===== config.mk =====
export PLATFORM = sky130hd
export DESIGN_NAME = rom_load_top
export DESIGN_NICKNAME = d
export VERILOG_FILES = /design/src/hw/rom_load_pkg.sv /design/src/hw/rom_dwnld_decode.sv /design/src/hw/gfx_addr_remap.sv /design/src/hw/sdram_prog_writer.sv /design/src/hw/rom_load_top.sv
export SDC_FILE = /design/constraint.sdc
export NUM_CORES = 1
export LEC_CHECK = 0
export ABC_AREA = 1
export BUFFER_PORTS_ARGS = -buffer_cell sky130_fd_sc_hd__buf_2
export CAP_MARGIN = 20
export CELL_PAD_IN_SITES_DETAIL_PLACEMENT = 0
export CELL_PAD_IN_SITES_GLOBAL_PLACEMENT = 1
export CORE_MARGIN = 2
export CORE_UTILIZATION = 47
export CTS_CLUSTER_DIAMETER = 80
export DETAILED_ROUTE_END_ITERATION = 16
export HOLD_SLACK_MARGIN = 0.03
export PLACE_DENSITY = 0.8
export SETUP_SLACK_MARGIN = 0.2
export SLEW_MARGIN = 15
export SYNTH_ARGS = -nofsm -noshare
export SYNTH_HDL_FRONTEND = slang
export SYNTH_SLANG_ARGS = --single-unit

===== constraint.sdc =====
create_clock -name clk -period 9.7 [get_ports clk]
set_input_delay 1.455 -clock clk [delete_from_list [all_inputs] [get_ports clk]]
set_output_delay 1.455 -clock clk [all_outputs]
set_load 0.005 [all_outputs]

===== src/hw/rom_load_pkg.sv =====
// ROM download definitions
`default_nettype none

package rom_load_pkg;

    // SDRAM byte offsets of the ROM regions, main starts at 0
    localparam logic [21:0] SND_START = 22'h10000;
    localparam logic [21:0] SCR_START = 22'h14000;
    localparam logic [21:0] OBJ_START = 22'h1C000;
    localparam logic [21:0] PCM_START = 22'h24000;

    // Colour PROM block in the download stream
    localparam logic [24:0] PROM_START = 25'h34000;
    localparam int          PROM_SIZE  = 2048;
    localparam int          PROM_AW    = 11;
    localparam logic [24:0] PROM_END   = PROM_START + 25'(PROM_SIZE);

    // SDRAM word address width
    localparam int PROG_AW = 22;

    // PROM byte that selects the board variant
    localparam logic [PROM_AW-1:0] HYPER_OFFSET = 11'd1;

    // Even bytes land in the upper lane
    localparam bit LANE_SWAP = 1'b1;

    typedef enum logic [2:0] {
        REG_MAIN,
        REG_SND,
        REG_SCR,
        REG_OBJ,
        REG_PCM,
        REG_PROM,
        REG_NONE
    } region_t;

endpackage

`default_nettype wire


===== src/hw/rom_dwnld_decode.sv =====
// Download write decoder
`timescale 1ns/1ps
`default_nettype none

module rom_dwnld_decode
    import rom_load_pkg::*;
(
    input  wire                clk,
    input  wire                arst_n,
    input  wire                downloading,
    input  wire                ioctl_wr,
    input  wire [24:0]         ioctl_addr,
    input  wire [7:0]          ioctl_dout,
    input  wire                rem_stall,
    output logic               dec_valid,
    output region_t            dec_region,
    output logic [PROG_AW-1:0] dec_addr,
    output logic [7:0]         dec_data,
    output logic               is_hyper
);

    logic        accept;
    logic        hold;
    logic        hyper_wr;
    logic [21:0] low_addr;
    logic [24:0] prom_off;
    region_t     in_region;

    assign accept   = downloading && ioctl_wr;
    assign hold     = dec_valid && rem_stall;
    assign low_addr = ioctl_addr[21:0];
    assign prom_off = ioctl_addr - PROM_START;
    assign hyper_wr = accept && (in_region == REG_PROM)
                      && (prom_off[PROM_AW-1:0] == HYPER_OFFSET);

    // PROM and the end of the stream use the full address
    always_comb begin
        if (ioctl_addr >= PROM_END) begin
            in_region = REG_NONE;
        end else if (ioctl_addr >= PROM_START) begin
            in_region = REG_PROM;
        end else if (low_addr >= PCM_START) begin
            in_region = REG_PCM;
        end else if (low_addr >= OBJ_START) begin
            in_region = REG_OBJ;
        end else if (low_addr >= SCR_START) begin
            in_region = REG_SCR;
        end else if (low_addr >= SND_START) begin
            in_region = REG_SND;
        end else begin
            in_region = REG_MAIN;
        end
    end

    always_ff @(posedge clk or negedge arst_n) begin
        if (!arst_n) begin
            dec_valid <= 1'b0;
        end else if (!hold) begin
            dec_valid <= accept && (in_region != REG_NONE);
        end
    end

    always_ff @(posedge clk) begin
        if (!hold && accept) begin
            dec_region <= in_region;
            dec_data   <= ioctl_dout;
            // PROM items carry their offset inside the PROM block
            if (in_region == REG_PROM) begin
                dec_addr <= {{(PROG_AW-PROM_AW){1'b0}}, prom_off[PROM_AW-1:0]};
            end else begin
                dec_addr <= low_addr;
            end
        end
    end

    // Board variant flag, 8'hFF selects it
    always_ff @(posedge clk or negedge arst_n) begin
        if (!arst_n) begin
            is_hyper <= 1'b0;
        end else if (hyper_wr) begin
            is_hyper <= &ioctl_dout;
        end
    end

    a_no_overflow: assert property (
        @(posedge clk) disable iff (!arst_n) hold |-> !accept
    ) else $error("download write lost while decode stage is stalled");

endmodule

`default_nettype wire


===== src/hw/gfx_addr_remap.sv =====
// Graphics address remap stage
`timescale 1ns/1ps
`default_nettype none

module gfx_addr_remap
    import rom_load_pkg::*;
(
    input  wire                clk,
    input  wire                arst_n,
    input  wire                dec_valid,
    input  region_t            dec_region,
    input  wire [PROG_AW-1:0]  dec_addr,
    input  wire [7:0]          dec_data,
    input  wire                wr_busy,
    output logic               rem_stall,
    output logic               rem_valid,
    output logic               rem_is_prom,
    output logic [PROG_AW-1:0] rem_addr,
    output logic [1:0]         rem_mask,
    output logic [7:0]         rem_data
);

    logic [PROG_AW-1:0] word_addr;
    logic [PROG_AW-1:0] remap_addr;
    logic               lane_upper;
    logic [1:0]         lane_mask;

    assign rem_stall = rem_valid && wr_busy;

    // Lane comes from the byte address before any reordering
    assign word_addr  = {1'b0, dec_addr[PROG_AW-1:1]};
    assign lane_upper = dec_addr[0] ^ LANE_SWAP;
    assign lane_mask  = lane_upper ? 2'b01 : 2'b10;

    // Tile bit reordering on the low word address bits
    always_comb begin
        remap_addr = word_addr;
        case (dec_region)
            REG_SCR: remap_addr[3:0] = {word_addr[2:0], ~word_addr[3]};
            REG_OBJ: remap_addr[4:0] = {word_addr[2:0], ~word_addr[4], ~word_addr[3]};
            REG_PROM: remap_addr = dec_addr;
            default: remap_addr = word_addr;
        endcase
    end

    always_ff @(posedge clk or negedge arst_n) begin
        if (!arst_n) begin
            rem_valid <= 1'b0;
        end else if (!rem_stall) begin
            rem_valid <= dec_valid;
        end
    end

    always_ff @(posedge clk) begin
        if (!rem_stall && dec_valid) begin
            rem_is_prom <= (dec_region == REG_PROM);
            rem_addr    <= remap_addr;
            rem_data    <= dec_data;
            // PROM writes are full bytes
            rem_mask    <= (dec_region == REG_PROM) ? 2'b11 : lane_mask;
        end
    end

endmodule

`default_nettype wire


===== src/hw/sdram_prog_writer.sv =====
// SDRAM program and PROM writer
`timescale 1ns/1ps
`default_nettype none

module sdram_prog_writer
    import rom_load_pkg::*;
(
    input  wire                clk,
    input  wire                arst_n,
    input  wire                rem_valid,
    input  wire                rem_is_prom,
    input  wire [PROG_AW-1:0]  rem_addr,
    input  wire [1:0]          rem_mask,
    input  wire [7:0]          rem_data,
    input  wire                sdram_ack,
    output logic               wr_busy,
    output logic [PROG_AW-1:0] prog_addr,
    output logic [7:0]         prog_data,
    output logic [1:0]         prog_mask,
    output logic               prog_we,
    output logic               prom_we,
    output logic [PROM_AW-1:0] prom_addr,
    output logic [7:0]         prom_data
);

    typedef enum logic {
        WR_IDLE,
        WR_WAIT_ACK
    } wr_state_t;

    wr_state_t state;
    logic      take;

    assign wr_busy = (state == WR_WAIT_ACK) && !sdram_ack;
    assign take    = !wr_busy;

    always_ff @(posedge clk or negedge arst_n) begin
        if (!arst_n) begin
            state   <= WR_IDLE;
            prog_we <= 1'b0;
            prom_we <= 1'b0;
        end else begin
            prom_we <= 1'b0;
            if (take) begin
                // Ack cycle can chain straight into the next item
                if (rem_valid && !rem_is_prom) begin
                    state   <= WR_WAIT_ACK;
                    prog_we <= 1'b1;
                end else begin
                    state   <= WR_IDLE;
                    prog_we <= 1'b0;
                    prom_we <= rem_valid && rem_is_prom;
                end
            end
        end
    end

    always_ff @(posedge clk) begin
        if (take && rem_valid) begin
            if (rem_is_prom) begin
                prom_addr <= rem_addr[PROM_AW-1:0];
                prom_data <= rem_data;
            end else begin
                prog_addr <= rem_addr;
                prog_data <= rem_data;
                prog_mask <= rem_mask;
            end
        end
    end

    a_prog_hold: assert property (
        @(posedge clk) disable iff (!arst_n)
        (prog_we && !sdram_ack) |=> (prog_we && $stable(prog_addr))
    ) else $error("prog_addr changed before sdram_ack");

    a_prom_pulse: assert property (
        @(posedge clk) disable iff (!arst_n) prom_we |=> !prom_we
    ) else $error("prom_we high for two cycles");

endmodule

`default_nettype wire


===== src/hw/rom_load_top.sv =====
// ROM download path top
`timescale 1ns/1ps
`default_nettype none

module rom_load_top
    import rom_load_pkg::*;
(
    input  wire                clk,
    input  wire                arst_n,
    input  wire                downloading,
    input  wire                ioctl_wr,
    input  wire [24:0]         ioctl_addr,
    input  wire [7:0]          ioctl_dout,
    input  wire                sdram_ack,
    output logic [PROG_AW-1:0] prog_addr,
    output logic [7:0]         prog_data,
    output logic [1:0]         prog_mask,
    output logic               prog_we,
    output logic               prom_we,
    output logic [PROM_AW-1:0] prom_addr,
    output logic [7:0]         prom_data,
    output logic               dwnld_busy,
    output logic               is_hyper
);

    logic               dec_valid;
    region_t            dec_region;
    logic [PROG_AW-1:0] dec_addr;
    logic [7:0]         dec_data;
    logic               rem_stall;
    logic               rem_valid;
    logic               rem_is_prom;
    logic [PROG_AW-1:0] rem_addr;
    logic [1:0]         rem_mask;
    logic [7:0]         rem_data;
    logic               wr_busy;

    // Busy until every stage has drained
    assign dwnld_busy = downloading | dec_valid | rem_valid | prog_we;

    rom_dwnld_decode u_decode (
        .clk         ( clk         ),
        .arst_n      ( arst_n      ),
        .downloading ( downloading ),
        .ioctl_wr    ( ioctl_wr    ),
        .ioctl_addr  ( ioctl_addr  ),
        .ioctl_dout  ( ioctl_dout  ),
        .rem_stall   ( rem_stall   ),
        .dec_valid   ( dec_valid   ),
        .dec_region  ( dec_region  ),
        .dec_addr    ( dec_addr    ),
        .dec_data    ( dec_data    ),
        .is_hyper    ( is_hyper    )
    );

    gfx_addr_remap u_remap (
        .clk         ( clk         ),
        .arst_n      ( arst_n      ),
        .dec_valid   ( dec_valid   ),
        .dec_region  ( dec_region  ),
        .dec_addr    ( dec_addr    ),
        .dec_data    ( dec_data    ),
        .wr_busy     ( wr_busy     ),
        .rem_stall   ( rem_stall   ),
        .rem_valid   ( rem_valid   ),
        .rem_is_prom ( rem_is_prom ),
        .rem_addr    ( rem_addr    ),
        .rem_mask    ( rem_mask    ),
        .rem_data    ( rem_data    )
    );

    sdram_prog_writer u_writer (
        .clk         ( clk         ),
        .arst_n      ( arst_n      ),
        .rem_valid   ( rem_valid   ),
        .rem_is_prom ( rem_is_prom ),
        .rem_addr    ( rem_addr    ),
        .rem_mask    ( rem_mask    ),
        .rem_data    ( rem_data    ),
        .sdram_ack   ( sdram_ack   ),
        .wr_busy     ( wr_busy     ),
        .prog_addr   ( prog_addr   ),
        .prog_data   ( prog_data   ),
        .prog_mask   ( prog_mask   ),
        .prog_we     ( prog_we     ),
        .prom_we     ( prom_we     ),
        .prom_addr   ( prom_addr   ),
        .prom_data   ( prom_data   )
    );

endmodule

`default_nettype wire


==> impl_metrics.yaml <==
status:
  outcome: "complete, no violations"
clock_network:
  cts_max_path_buffers: 2
  cts_setup_buffers: 0
  cts.sinks: 122
  clk_latency_ns: 0.50
  cts-hold-fix-buffers: 0
  path_clk_slew_ns: 0.06
  root_buffer: "clkbuf_8"
  ctsHtreeMaxLevel: 4
  cts_buffers: 17
  cts_resized: 0
  cts_tree: "built"
floorplanning:
  core.rowCount: 35
  die_h_um: 101
  start_util: 0.479
  pin_count: 93
  die_area_um2: 10100
  die_w_um: 101
  core_region_area_um2: 9150
layout:
  drive_gt1_frac: 0.343
  area_delta_synth_final_pct: 26.5
  final_cell_mix: "117 x edfxtp_1, 92 x buf_2, 74 x nand2_1"
  num_antenna_cells: 0
  final_common_cell: "edfxtp_1"
  nFillCells: 695
  finish.instance_area_um2: 5540
  nets: 430
hold_path:
  hp-start: "u_remap.rem_addr[18]$_DFFE_PP_"
  worst_hold_path_type: "reg2reg"
logic_synthesis:
  ys_types: 24
  synthesis.area_um2: 4380
  seq_area_frac_synth: 0.830
  ys_ff_latch: 122
  syn-mean-instance-area_um2: 15.2
  syn-num-nets: 327
  yosysWarnings: 0
  synthCells: 289
setup_path:
  worst_path_max_delay_cell: "buf_2"
  reg2regPathDepth: 6
  cpMostUsedCell: "buf_2"
  r2r_start: "u_decode.dec_region[1]$_DFFE_PP_"
  crit_end: "dwnld_busy"
  path_delay_family: "buffers and inverters"
  cp_num_buf_inv: 2
  worstPathRequired_ns: 8.25
  reg2reg_to: "u_remap.rem_addr[0]$_DFFE_PP_"
  cp-start-kind: "primary input"
  r2r_slack_ns: 7.44
  crit_start: "downloading"
  slowest_delay_ns: 0.13
  cp_num_cells: 4
  arrival_ns: 1.84
  crit_path_cell_trace: "buf_2 -> nor2_1 -> nand3_1 -> buf_2"
  end_kind: "output port"
  critPathMaxFanout: 2
  crit_type: "in2out"
power_and_ir_drop:
  total_power_mw: 1.21
  ir_drop_mv: 0.113
  p_leak_nw: 2.21
  power_per_cell_area_nw_per_um2: 219
route:
  wl_per_cell_um: 14.0
  wl_um: 7230
  drt_iter0_drc: 145
  viasPerCell: 4.75
  vias: 2450
  drtAntennaViolNets: 0
  drc: 0
  first_pass_iters: 4
timing:
  max_slew.worst_pin.slew_ns: 0.983
  max_freq_mhz: 304
  rsz0062_at_grt: "no"
  fin_tns_setup_ns: 0
  finalWorstSetupSlack_ns: 6.41
  slew_violations: 0
  clock-skew-final_ns: 0.00703
  setup_viol: 0
  fin_crit_sh: 0.339
  relSlewSlack: 0.344
  holdWs_ns: 0.416
  period_needed_ns: 3.29
  final_hold_viol_count: 0
global_routing:
  antenna_found_initial: 0
  grt_pass1_wl_um: 11400
  grt_pass1_vias: 2357
  grt-ovfl-total: 0
  grt_max_degree: 34
  groute.usage.overall: 0.154
place:
  dp_hpwl_um: 4960
  portBuffers: 92
  placed_area_um2: 4980
  gp_congestion: 0.813
  dp_slack_ns: 6.42
run:
  maxCapViolCount: 0
==> cell families (layout without fill, tap and decap cells) <==
| kind of cell | count (synthesis) | after routing | synth area share |
|---|---|---|---|
| buf+inv | 36 | 152 | 0.0337 |
| compound gates | 13 | 13 | 0.0208 |
| flops | 122 | 122 | 0.830 |
| simple gates | 118 | 118 | 0.115 |
==> cell type report <==
class | instances | area (um^2) | area share
flip-flops and latches | 122 | 3640 | 0.656
multi-input cells | 131 | 604 | 0.109
repair buffers | 95 | 503 | 0.0907
clock buffers | 18 | 418 | 0.0754
clock inverters | 14 | 148 | 0.0266
inverters | 25 | 93.8 | 0.0169
well taps | 111 | 139 | 0.0251
==> sequential cells by signal, indices dropped and copies added (netlist names), 3 cells and up <==
signal / cells
u_decode.dec_region: 3
u_decode.dec_addr: 22
u_remap.rem_data: 8
u_writer.prom_addr: 11
u_decode.dec_data: 8
u_writer.prog_addr: 22
u_writer.prom_data: 8
u_writer.prog_data: 8
u_remap.rem_addr: 22
==> cells in the mapped netlist <==
cell type      count  share of area
buf_2              5         0.0057
dfrtp_1            5          0.029
a21oi_2            1         0.0020
nand2_2            2         0.0029
o211ai_1           3         0.0051
nor3_1             4         0.0046
nor2_2             3         0.0043
nand3b_1           1         0.0017
dlygate4sd3_1      1         0.0023
nor2_1            18          0.015
nor3_4             1         0.0037
nand2_1           74          0.063
inv_1             24          0.021
and2_4             1         0.0020
a21oi_1            2         0.0023
edfxtp_1         117           0.80
and2_1             1         0.0014
clkbuf_1           5         0.0043
o211ai_2           2         0.0057
inv_2              1        0.00086
nand4_1            4         0.0057
nand3_1            9          0.010
o21ai_1            1         0.0011
o21ai_0            4         0.0046
==> power by group <==
part | leakage (nW) | switching (mW) | total, mW | internal (mW)
clock network | 0.264 | 0.221 | 0.587 | 0.365
registers | 1.13 | 0.00471 | 0.591 | 0.586
logic | 0.815 | 0.0217 | 0.0354 | 0.0137
==> stage by stage <==
stage	cells	utilization
CTS	516	0.606
finish	516	0.606
detailed placement	484	0.544
floorplan	289	-
global placement	483	0.541
global route	516	0.606
==> worst min-delay path by stage <==
stage | end | slack (ns) | cells past startpoint
final | u_writer.prog_addr[18]$_DFFE_PP_ | 0.42 | 0
after global routing | u_writer.prog_addr[12]$_DFFE_PP_ | 0.43 | 0
after CTS | u_remap.rem_data[4]$_DFFE_PP_ | 0.42 | 0
after detailed placement | u_remap.rem_data[4]$_DFFE_PP_ | 0.40 | 0
after global placement | u_writer.prog_mask[1]$_DFFE_PP_ | 0.40 | 0
after floorplan | u_remap.rem_data[0]$_DFFE_PP_ | 0.40 | 0
==> per-layer routing <==
| layer | up-vias | global-route usage | routed length, um |
|---|---|---|---|
| met5 | - | 0 | 0 |
| met4 | 0 | 0.0875 | 151 |
| met3 | 14 | 0.0395 | 327 |
| met2 | 84 | 0.255 | 3680 |
| met1 | 1136 | 0.183 | 3080 |
| li1 | 1216 | - | - |
==> worst register-to-register path, cell delays in order (launching register included) <==
cell	delay, ns
edfxtp_1	0.46
nor3_4	0.65
inv_2	0.35
nand2_1	0.24
nor2_1	0.11
nand2_1	0.10
o211ai_2	0.08
Note: power is estimated with default switching activity, not from simulation.
